==> src/verilog/bus_pkg.sv <==
// Bus definitions
// Widths and types of the OBI bus and the register bus
package bus_pkg;

  // OBI bus
  // ------------------------------
  localparam int OBI_ADDR_W = 32;
  localparam int OBI_DATA_W = 32;
  localparam int OBI_BE_W   = OBI_DATA_W / 8;

  typedef logic [OBI_ADDR_W-1:0] obi_addr_t;
  typedef logic [OBI_DATA_W-1:0] obi_data_t;
  typedef logic [OBI_BE_W-1:0]   obi_be_t;

  // Register bus
  // ------------------------------
  localparam int REG_ADDR_W = 16;
  localparam int REG_DATA_W = 32;

  typedef logic [REG_ADDR_W-1:0] reg_addr_t;
  typedef logic [REG_DATA_W-1:0] reg_data_t;

endpackage

==> src/verilog/map_pkg.sv <==
// Subsystem map
// Address map, master indices, memory geometry and register offsets
package map_pkg;

  // Memory banks
  localparam int MEM_WORDS    = 1024;
  localparam int MEM_BANK_BIT = 12;
  localparam int MEM_GNT_WAIT = 2;
  localparam int NUM_BANKS    = 2;
  typedef logic [$clog2(MEM_WORDS)-1:0] mem_idx_t;

  // Bus masters
  localparam int NUM_MASTERS = 2;
  typedef logic master_sel_t;
  localparam master_sel_t HOST_IDX = 1'b0;
  localparam master_sel_t DMA_IDX  = 1'b1;

  // Register map
  // ------------------------------
  localparam logic [15:0] DMA_BASE    = 16'h0100;
  localparam logic [15:0] POWER_BASE  = 16'h0200;
  localparam logic [15:0] PERIPH_SPAN = 16'h0100;
  typedef enum logic [1:0] {SEL_DMA, SEL_POWER, SEL_NONE} periph_sel_t;

  localparam logic [7:0] DMA_SRC      = 8'h00;
  localparam logic [7:0] DMA_DST      = 8'h04;
  localparam logic [7:0] DMA_SIZE     = 8'h08;
  localparam logic [7:0] DMA_CTRL     = 8'h0C;
  localparam logic [7:0] POWER_SWITCH = 8'h00;
  localparam logic [7:0] POWER_ACK    = 8'h04;

  // Power domains
  localparam int NUM_DOMAINS        = 3;
  localparam int SWITCH_ACK_LATENCY = 15;
  typedef logic [NUM_DOMAINS-1:0] domain_vec_t;

endpackage

==> src/verilog/memcopy_dma.sv <==
// Memcopy DMA
// Register block and engine that copies words over the OBI bus
`timescale 1ns/1ns

module memcopy_dma
  import bus_pkg::*;
  import map_pkg::*;
(
  input  logic       clk_i,
  input  logic       rst_n_i,
  input  logic       reg_valid_i,
  input  logic       reg_write_i,
  input  logic [7:0] reg_offset_i,
  input  reg_data_t  reg_wdata_i,
  output reg_data_t  reg_rdata_o,
  output logic       obi_req_o,
  output obi_addr_t  obi_addr_o,
  output logic       obi_we_o,
  output obi_be_t    obi_be_o,
  output obi_data_t  obi_wdata_o,
  input  logic       obi_gnt_i,
  input  logic       obi_rvalid_i,
  input  obi_data_t  obi_rdata_i,
  output logic       dma_intr_o
);

  typedef enum logic [2:0] {
    IDLE,
    READ_REQ,
    READ_WAIT,
    WRITE_REQ,
    WRITE_WAIT,
    DONE
  } state_e;

  state_e    state_q;
  obi_addr_t src_q;
  obi_addr_t dst_q;
  reg_data_t size_q;
  reg_data_t cnt_q;
  obi_data_t buf_q;
  logic      busy;
  logic      reg_wr;
  logic      start;
  logic      clear;

  assign busy   = (state_q != IDLE);
  assign reg_wr = reg_valid_i && reg_write_i;
  assign start  = reg_wr && (reg_offset_i == DMA_CTRL) && reg_wdata_i[0] && !busy;
  assign clear  = reg_wr && (reg_offset_i == DMA_CTRL) && reg_wdata_i[1];

  // Register read
  always_comb begin
    case (reg_offset_i)
      DMA_SRC:  reg_rdata_o = src_q;
      DMA_DST:  reg_rdata_o = dst_q;
      DMA_SIZE: reg_rdata_o = size_q;
      DMA_CTRL: reg_rdata_o = {30'b0, dma_intr_o, busy};
      default:  reg_rdata_o = '0;
    endcase
  end

  // OBI master request
  // ------------------------------
  assign obi_req_o   = (state_q == READ_REQ) || (state_q == WRITE_REQ);
  assign obi_we_o    = (state_q == WRITE_REQ);
  assign obi_be_o    = '1;
  assign obi_wdata_o = buf_q;
  assign obi_addr_o  = (state_q == WRITE_REQ) ? dst_q + {cnt_q[29:0], 2'b00}
                                              : src_q + {cnt_q[29:0], 2'b00};

  always_ff @(posedge clk_i) begin
    if (!rst_n_i) begin
      state_q    <= IDLE;
      src_q      <= '0;
      dst_q      <= '0;
      size_q     <= '0;
      cnt_q      <= '0;
      dma_intr_o <= 1'b0;
    end else begin
      if (reg_wr && !busy) begin
        if (reg_offset_i == DMA_SRC) src_q <= reg_wdata_i;
        if (reg_offset_i == DMA_DST) dst_q <= reg_wdata_i;
        if (reg_offset_i == DMA_SIZE) size_q <= reg_wdata_i;
      end
      if (clear || start) dma_intr_o <= 1'b0;

      case (state_q)
        IDLE: begin
          if (start) begin
            cnt_q   <= '0;
            state_q <= (size_q == '0) ? DONE : READ_REQ;
          end
        end
        READ_REQ: if (obi_gnt_i) state_q <= READ_WAIT;
        READ_WAIT: if (obi_rvalid_i) state_q <= WRITE_REQ;
        WRITE_REQ: if (obi_gnt_i) state_q <= WRITE_WAIT;
        WRITE_WAIT: begin
          if (obi_rvalid_i) begin
            if (cnt_q + 1 == size_q) begin
              dma_intr_o <= 1'b1;
              state_q    <= IDLE;
            end else begin
              cnt_q   <= cnt_q + 1;
              state_q <= READ_REQ;
            end
          end
        end
        DONE: begin
          // Zero-length copy completes at once
          dma_intr_o <= 1'b1;
          state_q    <= IDLE;
        end
        default: state_q <= IDLE;
      endcase
    end
  end

  always_ff @(posedge clk_i) begin
    if (state_q == READ_WAIT && obi_rvalid_i) buf_q <= obi_rdata_i;
  end

endmodule

==> config.mk <==
export PLATFORM = sky130hd
export DESIGN_NAME = memcopy_dma
export DESIGN_NICKNAME = d
export VERILOG_FILES = /design/src/verilog/bus_pkg.sv /design/src/verilog/map_pkg.sv /design/src/verilog/memcopy_dma.sv
export SDC_FILE = /design/constraint.sdc
export NUM_CORES = 1
export LEC_CHECK = 0
export ABC_AREA = 0
export BUFFER_PORTS_ARGS = -buffer_cell sky130_fd_sc_hd__buf_2
export CELL_PAD_IN_SITES_DETAIL_PLACEMENT = 1
export CELL_PAD_IN_SITES_GLOBAL_PLACEMENT = 1
export CORE_UTILIZATION = 37
export CTS_CLUSTER_DIAMETER = 100
export DETAILED_ROUTE_END_ITERATION = 10
export PLACE_DENSITY = 0.88
export SLEW_MARGIN = 20
export SYNTH_ARGS = -nofsm -noshare
export SYNTH_HDL_FRONTEND = slang
export SYNTH_SLANG_ARGS = --single-unit
==> constraint.sdc <==
create_clock -name clk_i -period 3.9 [get_ports clk_i]
set_input_delay 0.39 -clock clk_i [delete_from_list [all_inputs] [get_ports clk_i]]
set_output_delay 0.39 -clock clk_i [all_outputs]
set_load 0.02 [all_outputs]
==> results of run 1 <==
## power groups by stage
stage                     clock, mW  sequential, mW  combinational (mW)
after floorplan                   0            1.77              0.0611
after global placement            0            1.77               0.133
after detailed placement          0            1.77               0.136
after CTS                      1.79            1.73               0.138
after global routing           1.85            1.73               0.147
final                          1.78            1.73               0.141
## area by class of cell
| type | count | area, um^2 |
|---|---|---|
| fillers | 3222 | 13500 |
| multi-input cells | 1055 | 6410 |
| flip-flops and latches | 164 | 3600 |
| repair buffers | 266 | 1640 |
| clock buffers | 17 | 425 |
| well taps | 335 | 419 |
| clock inverters | 14 | 163 |
| inverters | 18 | 72.6 |
## cell families after synthesis
kind of cell,after synthesis
and+or+nand+nor,613
other,1
xor gates and xnor gates,66
adders and majority gates,31
AOI/OAI and AO/OA,308
DFF,164
buffers and inverters,107
muxes,33
## worst max-delay path: stages, from the launching register on
cell,delay [ns]
dfxtp_2,0.34
nor2b_4,0.17
nand2_4,0.09
buf_4,0.15
buf_8,0.17
nand2_1,0.09
nand2_1,0.10
ha_2,0.34
a21oi_4,0.20
nand2_1,0.14
a21oi_2,0.15
o211ai_1,0.16
a311oi_2,0.42
o221ai_1,0.19
nor2_1,0.19
a21oi_1,0.10
xnor2_1,0.13
buf_2,0.18
## routing by layer
layer  vias up  share of wire [%]  GRT usage (%)
li1       5001                  -              -
met5         -              0.061              0
met4         4                3.6           12.6
met3       135                8.1           6.05
met1      5468                 41           36.3
met2       578                 47           47.5
## worst max-delay path by stage
stage,endpoint,slack (ns),cells after the start
4_1_cts,obi_addr_o[30],-0.23,18
3_3_place_gp,obi_addr_o[31],0.03,18
6_report,obi_addr_o[31],-0.26,17
5_1_grt,obi_addr_o[31],-0.43,19
3_5_place_dp,obi_addr_o[31],-0.11,18
2_1_floorplan,obi_addr_o[30],0.004,19
## sequential cells by signal, indices dropped and copies added (netlist names)
signal	count
state_q	3
obi_wdata_o	32
src_q	32
cnt_q	32
size_q	32
dma_intr_o	1
dst_q	32
## stage by stage
stage / instance area (um^2) / utilization [%] / setup slack (ns)
floorplan: 9990 / - / 0.00447
global placement: 11500 / 43.9 / 0.0313
detailed placement: 11500 / 43.9 / -0.114
CTS: 12400 / 47.3 / -0.234
global route: 12700 / 48.6 / -0.429
finish: 12700 / 48.6 / -0.256
## layout by cell type, fill, tap and decap left out, drive strengths merged, types with 4 or more instances in the layout
master	netlist	layout
clkbuf	69	17
conb	1	4
or2	4	4
dfxtp	132	132
o21ai	31	31
and4	7	7
nand2	356	356
mux2i	31	31
xnor2	45	45
nor2b	9	9
xor2	21	21
nor3	21	21
inv	18	27
nand3	23	23
nand4	17	17
nand2b	5	5
a211oi	12	12
o221a	21	21
or4	6	6
nor2	110	110
a21oi	181	181
ha	30	30
o22ai	4	4
o31ai	4	4
or3	4	4
nor4	21	21
a21o	11	11
edfxtp	32	32
o21a	6	6
and3	11	11
and2	9	9
a31oi	9	9
buf	20	266
## repair_timing
item / CTS / global route
buffers inserted: 9 / 9
endpoints found under the setup margin: 17 / 19
gates resized for setup: 60 / 60
pin swaps: 19 / 29
==> impl_metrics.py, run 1 <==
metrics = {
    "pwr": {
        "power_frac_seq_pct": 47.4,
        "p_leak_nw": 5.09,
        "clkPwrFrac_pct": 48.8,
        "p_sw_mw": 0.913,
        "pwr_density_cell_mw_per_mm2": 286,
        "power_mw": 3.65,
        "internal_power_mw": 2.73,
        "p_sw_share_pct": 25.0,
        "combPwrFrac_pct": 3.9,
        "ir_worst_vdd_mv": 0.212,
    },
    "synthesis": {
        "synth_compound_area_share_pct": 18.9,
        "synthXorXnorAreaFrac_pct": 5.82,
        "yosysTopAreaCell": "dfxtp_1",
        "ys_types": 67,
        "synth_enable_flop_cells": 32,
        "synth-seq-cells": 164,
        "synth_top_area_share_pct": 26.6,
        "ys_async_sr_fraction_pct": 0,
        "syn-mean-instance-area_um2": 7.51,
        "synth.mux.area_fraction_pct": 3.58,
        "synthTopCellsByArea": "dfxtp_1 (27%), nand2_1 (13%), edfxtp_1 (9.7%)",
        "yosys-top-cells-count": "nand2_1 (356), a21oi_1 (181), dfxtp_1 (132)",
        "synth_top_family_by_area": "simple AND/OR/NAND/NOR gates",
        "seq_area_frac_synth_pct": 36.3,
        "synth_most_common_cell": "nand2_1",
        "synthSimpleGateAreaFrac_pct": 27.0,
        "synthCells": 1323,
        "synth_area_mm2": 0.00993,
        "synth-main-ff-cell": "dfxtp_1",
        "synth_fa_ha_area_share_pct": 3.98,
        "yosysWarnings": 0,
    },
    "floorplan": {
        "dieHeight_um": 166,
        "core_area_mm2": 0.0262,
        "initial_core_util_pct": 37.9,
        "num_rows": 59,
        "die_w_um": 166,
        "ioPinCount": 181,
        "dieArea_mm2": 0.0275,
    },
    "route": {
        "vias": 11200,
        "routed_wl_um": 40900,
        "via_per_inst": 5.99,
        "antenna_left": 0,
        "drt_iter0_drc": 1065,
        "dr.pass1.iters": 8,
        "wl_per_cell_um": 21.9,
        "route.detailed.drc": 21,
    },
    "timing": {
        "tightestPinTransition_ns": 0.892,
        "fin_worst_skew_ns": 0.0134,
        "finalCritPeriodShare_pct": 107,
        "rsz0062_at_grt": "yes",
        "slew_violations": 0,
        "worst_slack_ns": -0.256,
        "hold_viol": 0,
        "period_needed_ns": 4.16,
        "setup_viol": 10,
        "whs_ns": 0.115,
        "tns_ns": -1.24,
        "relSlewSlack_pct": 40.5,
        "achievable-frequency_mhz": 241,
    },
    "placed_design": {
        "dp_hpwl_um": 28500,
        "port_buffers": 176,
        "dpl.cell_count": 1821,
        "place_congestion": 0.920,
    },
    "cts": {
        "clk_pin_slew_ns": 0.07,
        "cts_hold_buf": 0,
        "root_buffer": "clkbuf_16",
        "clk_latency_ns": 0.45,
        "cts.sinks": 164,
        "cts.path.max_buffers": 2,
        "cts_tree": "yes",
        "cts_made_buffers": 17,
        "h-tree-depth": 4,
    },
    "job": {
        "maxCapViolations": 0,
    },
    "layout": {
        "diodes": 0,
        "area_growth_pct": 28.2,
        "instances_no_fill": 1869,
        "nets": 1631,
        "drive_gt1_share_pct": 25.7,
    },
    "setup_path": {
        "cp-start-kind": "flip-flop",
        "setup.worst_path.class": "reg -> out",
        "crit_start": "state_q[0]$_SDFFE_PN0P_",
        "reg2regPathDepth": 12,
        "crit_required_ns": 3.51,
        "worstPathMaxFanout": 20,
        "reg2reg_from": "cnt_q[0]$_SDFFE_PN0P_",
        "reg2reg_to": "cnt_q[13]$_SDFFE_PN0P_",
        "r2r_setup_slack_ns": 0.16,
        "endpoint_kind": "primary output",
        "arrival_ns": 3.77,
    },
    "global_routing": {
        "grt_max_degree": 65,
        "antenna_found_initial": 2,
        "grt_pass1_vias": 11200,
        "grt.overflow.total": 0,
        "grt_pass1_wl_um": 62200,
        "track_usage_pct": 28.8,
    },
    "status": {
        "violations": "DRC, setup timing",
        "outcome": "finished, violations left",
    },
    "worst_hold_path": {
        "min_path_cells": 1,
        "min_path_type": "in -> reg",
        "holdPathEnd": "obi_wdata_o[4]$_DFFE_PP_",
        "hp-start": "obi_rdata_i[4]",
    },
}
Power figures use the tool's default switching activity.
==> run 2, diff against run 1 <==
--- a/config.mk
+++ b/config.mk
@@ -7,12 +7,10 @@
 export LEC_CHECK = 0
 export ABC_AREA = 0
 export BUFFER_PORTS_ARGS = -buffer_cell sky130_fd_sc_hd__buf_2
-export CELL_PAD_IN_SITES_DETAIL_PLACEMENT = 1
-export CELL_PAD_IN_SITES_GLOBAL_PLACEMENT = 1
-export CORE_UTILIZATION = 37
+export CORE_UTILIZATION = 50
 export CTS_CLUSTER_DIAMETER = 100
 export DETAILED_ROUTE_END_ITERATION = 10
-export PLACE_DENSITY = 0.88
+export PLACE_DENSITY = 0.87
 export SLEW_MARGIN = 20
 export SYNTH_ARGS = -nofsm -noshare
 export SYNTH_HDL_FRONTEND = slang
==> run 2 against run 1 <==
Net effect:
- utilization is 16 points higher
- wire length is 19% lower
- non-clock buffer count is 3 lower
- worst setup slack better by 0.13 ns
- register-to-register slack better by 0.05 ns
- die area is 26% lower
- final cell count is 3.9% lower
- the flow finishes with violations (setup timing)
- critical endpoint is now obi_addr_o[22]
- count of clock-buffer cells in the layout is 2 higher
- power is 5.7% lower
- sequential share of layout area is 0.42 points higher
- combinational power is 7% lower
==> impl_metrics.py, run 2 (synthesis gave the netlist of run 1 again) <==
metrics = {
    "timing": {
        "setup_viol": 10,
        "tns_ns": -0.792,
        "tightestPinTransition_ns": 0.894,
        "achievable-frequency_mhz": 248,
        "hold_viol": 0,
        "fin_worst_skew_ns": 0.0134,
        "finalCritPeriodShare_pct": 103,
        "relSlewSlack_pct": 40.4,
        "whs_ns": 0.122,
        "slew_violations": 0,
        "rsz0062_at_grt": "yes",
        "period_needed_ns": 4.03,
        "worst_slack_ns": -0.130,
    },
    "layout": {
        "final_common_cell": "nand2_1",
        "fin_area_mm2": 0.0126,
        "diodes": 0,
        "final_cell_mix": "nand2_1 (338), a21oi_1 (167), buf_2 (164), dfxtp_1 (130), nor2_1 (108)",
        "fillers": 1565,
        "instances_no_fill": 1797,
        "area_growth_pct": 26.4,
        "nets": 1628,
        "drive_gt1_share_pct": 25.7,
    },
    "floorplan": {
        "num_rows": 51,
        "core_area_mm2": 0.0195,
        "dieHeight_um": 143,
        "dieArea_mm2": 0.0204,
        "ioPinCount": 181,
        "die_w_um": 143,
        "initial_core_util_pct": 51.0,
    },
    "route": {
        "routed_wl_um": 33300,
        "drt_iter0_drc": 1325,
        "route.detailed.drc": 0,
        "wl_per_cell_um": 18.5,
        "vias": 10800,
        "via_per_inst": 6.01,
        "antenna_left": 0,
        "dr.pass1.iters": 6,
    },
    "setup_path": {
        "cp-start-kind": "flip-flop",
        "crit_required_ns": 3.51,
        "setup.worst_path.class": "reg -> out",
        "endpoint_kind": "primary output",
        "arrival_ns": 3.64,
        "worstPathMaxFanout": 6,
    },
    "cts": {
        "root_buffer": "clkbuf_16",
        "clk_pin_slew_ns": 0.07,
        "cts.path.max_buffers": 2,
        "clk_latency_ns": 0.44,
        "h-tree-depth": 4,
        "cts_made_buffers": 17,
        "cts.sinks": 164,
        "cts_tree": "yes",
        "cts_hold_buf": 0,
    },
    "pwr": {
        "power_mw": 3.44,
        "internal_power_mw": 2.61,
        "p_sw_share_pct": 24.1,
        "p_sw_mw": 0.831,
        "combPwrFrac_pct": 3.8,
        "clkPwrFrac_pct": 46.0,
        "power_frac_seq_pct": 50.2,
        "pwr_density_cell_mw_per_mm2": 274,
        "p_leak_nw": 5.04,
        "ir_worst_vdd_mv": 0.355,
    },
    "global_routing": {
        "track_usage_pct": 31.6,
        "grt_pass1_vias": 9494,
        "grt.overflow.total": 0,
        "antenna_found_initial": 0,
        "grt_pass1_wl_um": 49900,
        "grt_max_degree": 89,
    },
    "worst_hold_path": {
        "min_path_type": "in -> reg",
    },
    "job": {
        "maxCapViolations": 0,
    },
    "placed_design": {
        "dp_hpwl_um": 23000,
        "place_congestion": 1.01,
        "placed_area_mm2": 0.0113,
        "port_buffers": 176,
        "dpl.cell_count": 1743,
    },
    "status": {
        "outcome": "finished, violations left",
        "violations": "setup timing",
    },
}
## run 2: cell types whose count changed in the layout (fill, tap and decap cells not counted), sizes merged
cell	before	now
buf	266	263
inv	27	24
bufinv	2	0
clkbuf	17	19
clkinv	3	5
clkinvlp	0	2
## run 2: per-layer routing
layer / global-route usage, % / part of all wire, % / wire length, um
met1: 42.5 / 40 / 13200
met3: 6.37 / 12 / 4020
met2: 49.8 / 45 / 15000
met4: 11.5 / 3.3 / 1100
met5: 0 / 0 / 0
## run 2: area by class of cell
cell class	count	area [um^2]	area share, %
Clock buffer	19	443	3.53
Sequential cell	164	3610	28.7
Tap cell	265	332	2.64
Clock inverter	13	97.6	0.777
Multi-Input combinational cell	1055	6410	51.0
Timing Repair Buffer	263	1600	12.7
Inverter	18	72.6	0.578
## run 2: final timing paths
path / from / to / slack, ns / cells past startpoint
setup / recovery: state_q[0]$_SDFFE_PN0P_ / obi_addr_o[22] / -0.13 / 19
hold / removal: obi_rdata_i[26] / obi_wdata_o[26]$_DFFE_PP_ / 0.12 / 1
setup reg to reg: cnt_q[15]$_SDFFE_PN0P_ / cnt_q[12]$_SDFFE_PN0P_ / 0.21 / 11
hold reg to reg: dst_q[23]$_SDFFE_PN0P_ / dst_q[23]$_SDFFE_PN0P_ / 0.47 / 2
## run 2: stage by stage
stage,setup WS [ns],utilization (%)
after global placement,0.142,58.2
after CTS,-0.201,62.0
final,-0.130,64.5
after global routing,-0.330,64.5
after detailed placement,0.0420,58.2
after floorplan,0.00447,-
## run 2: what timing repair did
item | 4_1_cts | 5_1_grt
setup endpoints to repair | 15 | 36
resized for setup | 46 | 77
setup buffers | 4 | 19
pin swaps | 21 | 37
hold endpoints to repair | 0 | 0
## run 2: worst max-delay path, cell delays in order, from the launching register on
cell     delay [ns]
dfxtp_2        0.34
nor2b_4        0.18
nand2_4        0.09
buf_6          0.15
nand2_2        0.07
nand2_2        0.06
ha_4           0.16
inv_2          0.05
fa_2           0.21
nor2b_2        0.05
o31a_1         0.28
o41ai_4        0.35
o21ai_4        0.13
buf_4          0.15
buf_4          0.12
buf_4          0.15
a21o_1         0.18
a21oi_2        0.14
xnor2_1        0.15
buf_4          0.18
## run 2: power by group through the flow
stage	logic (mW)	clock network, mW	registers (mW)
2_1_floorplan	0.0611	0	1.77
3_3_place_gp	0.124	0	1.77
3_5_place_dp	0.126	0	1.77
4_1_cts	0.127	1.58	1.73
5_1_grt	0.137	1.66	1.73
6_report	0.131	1.58	1.73
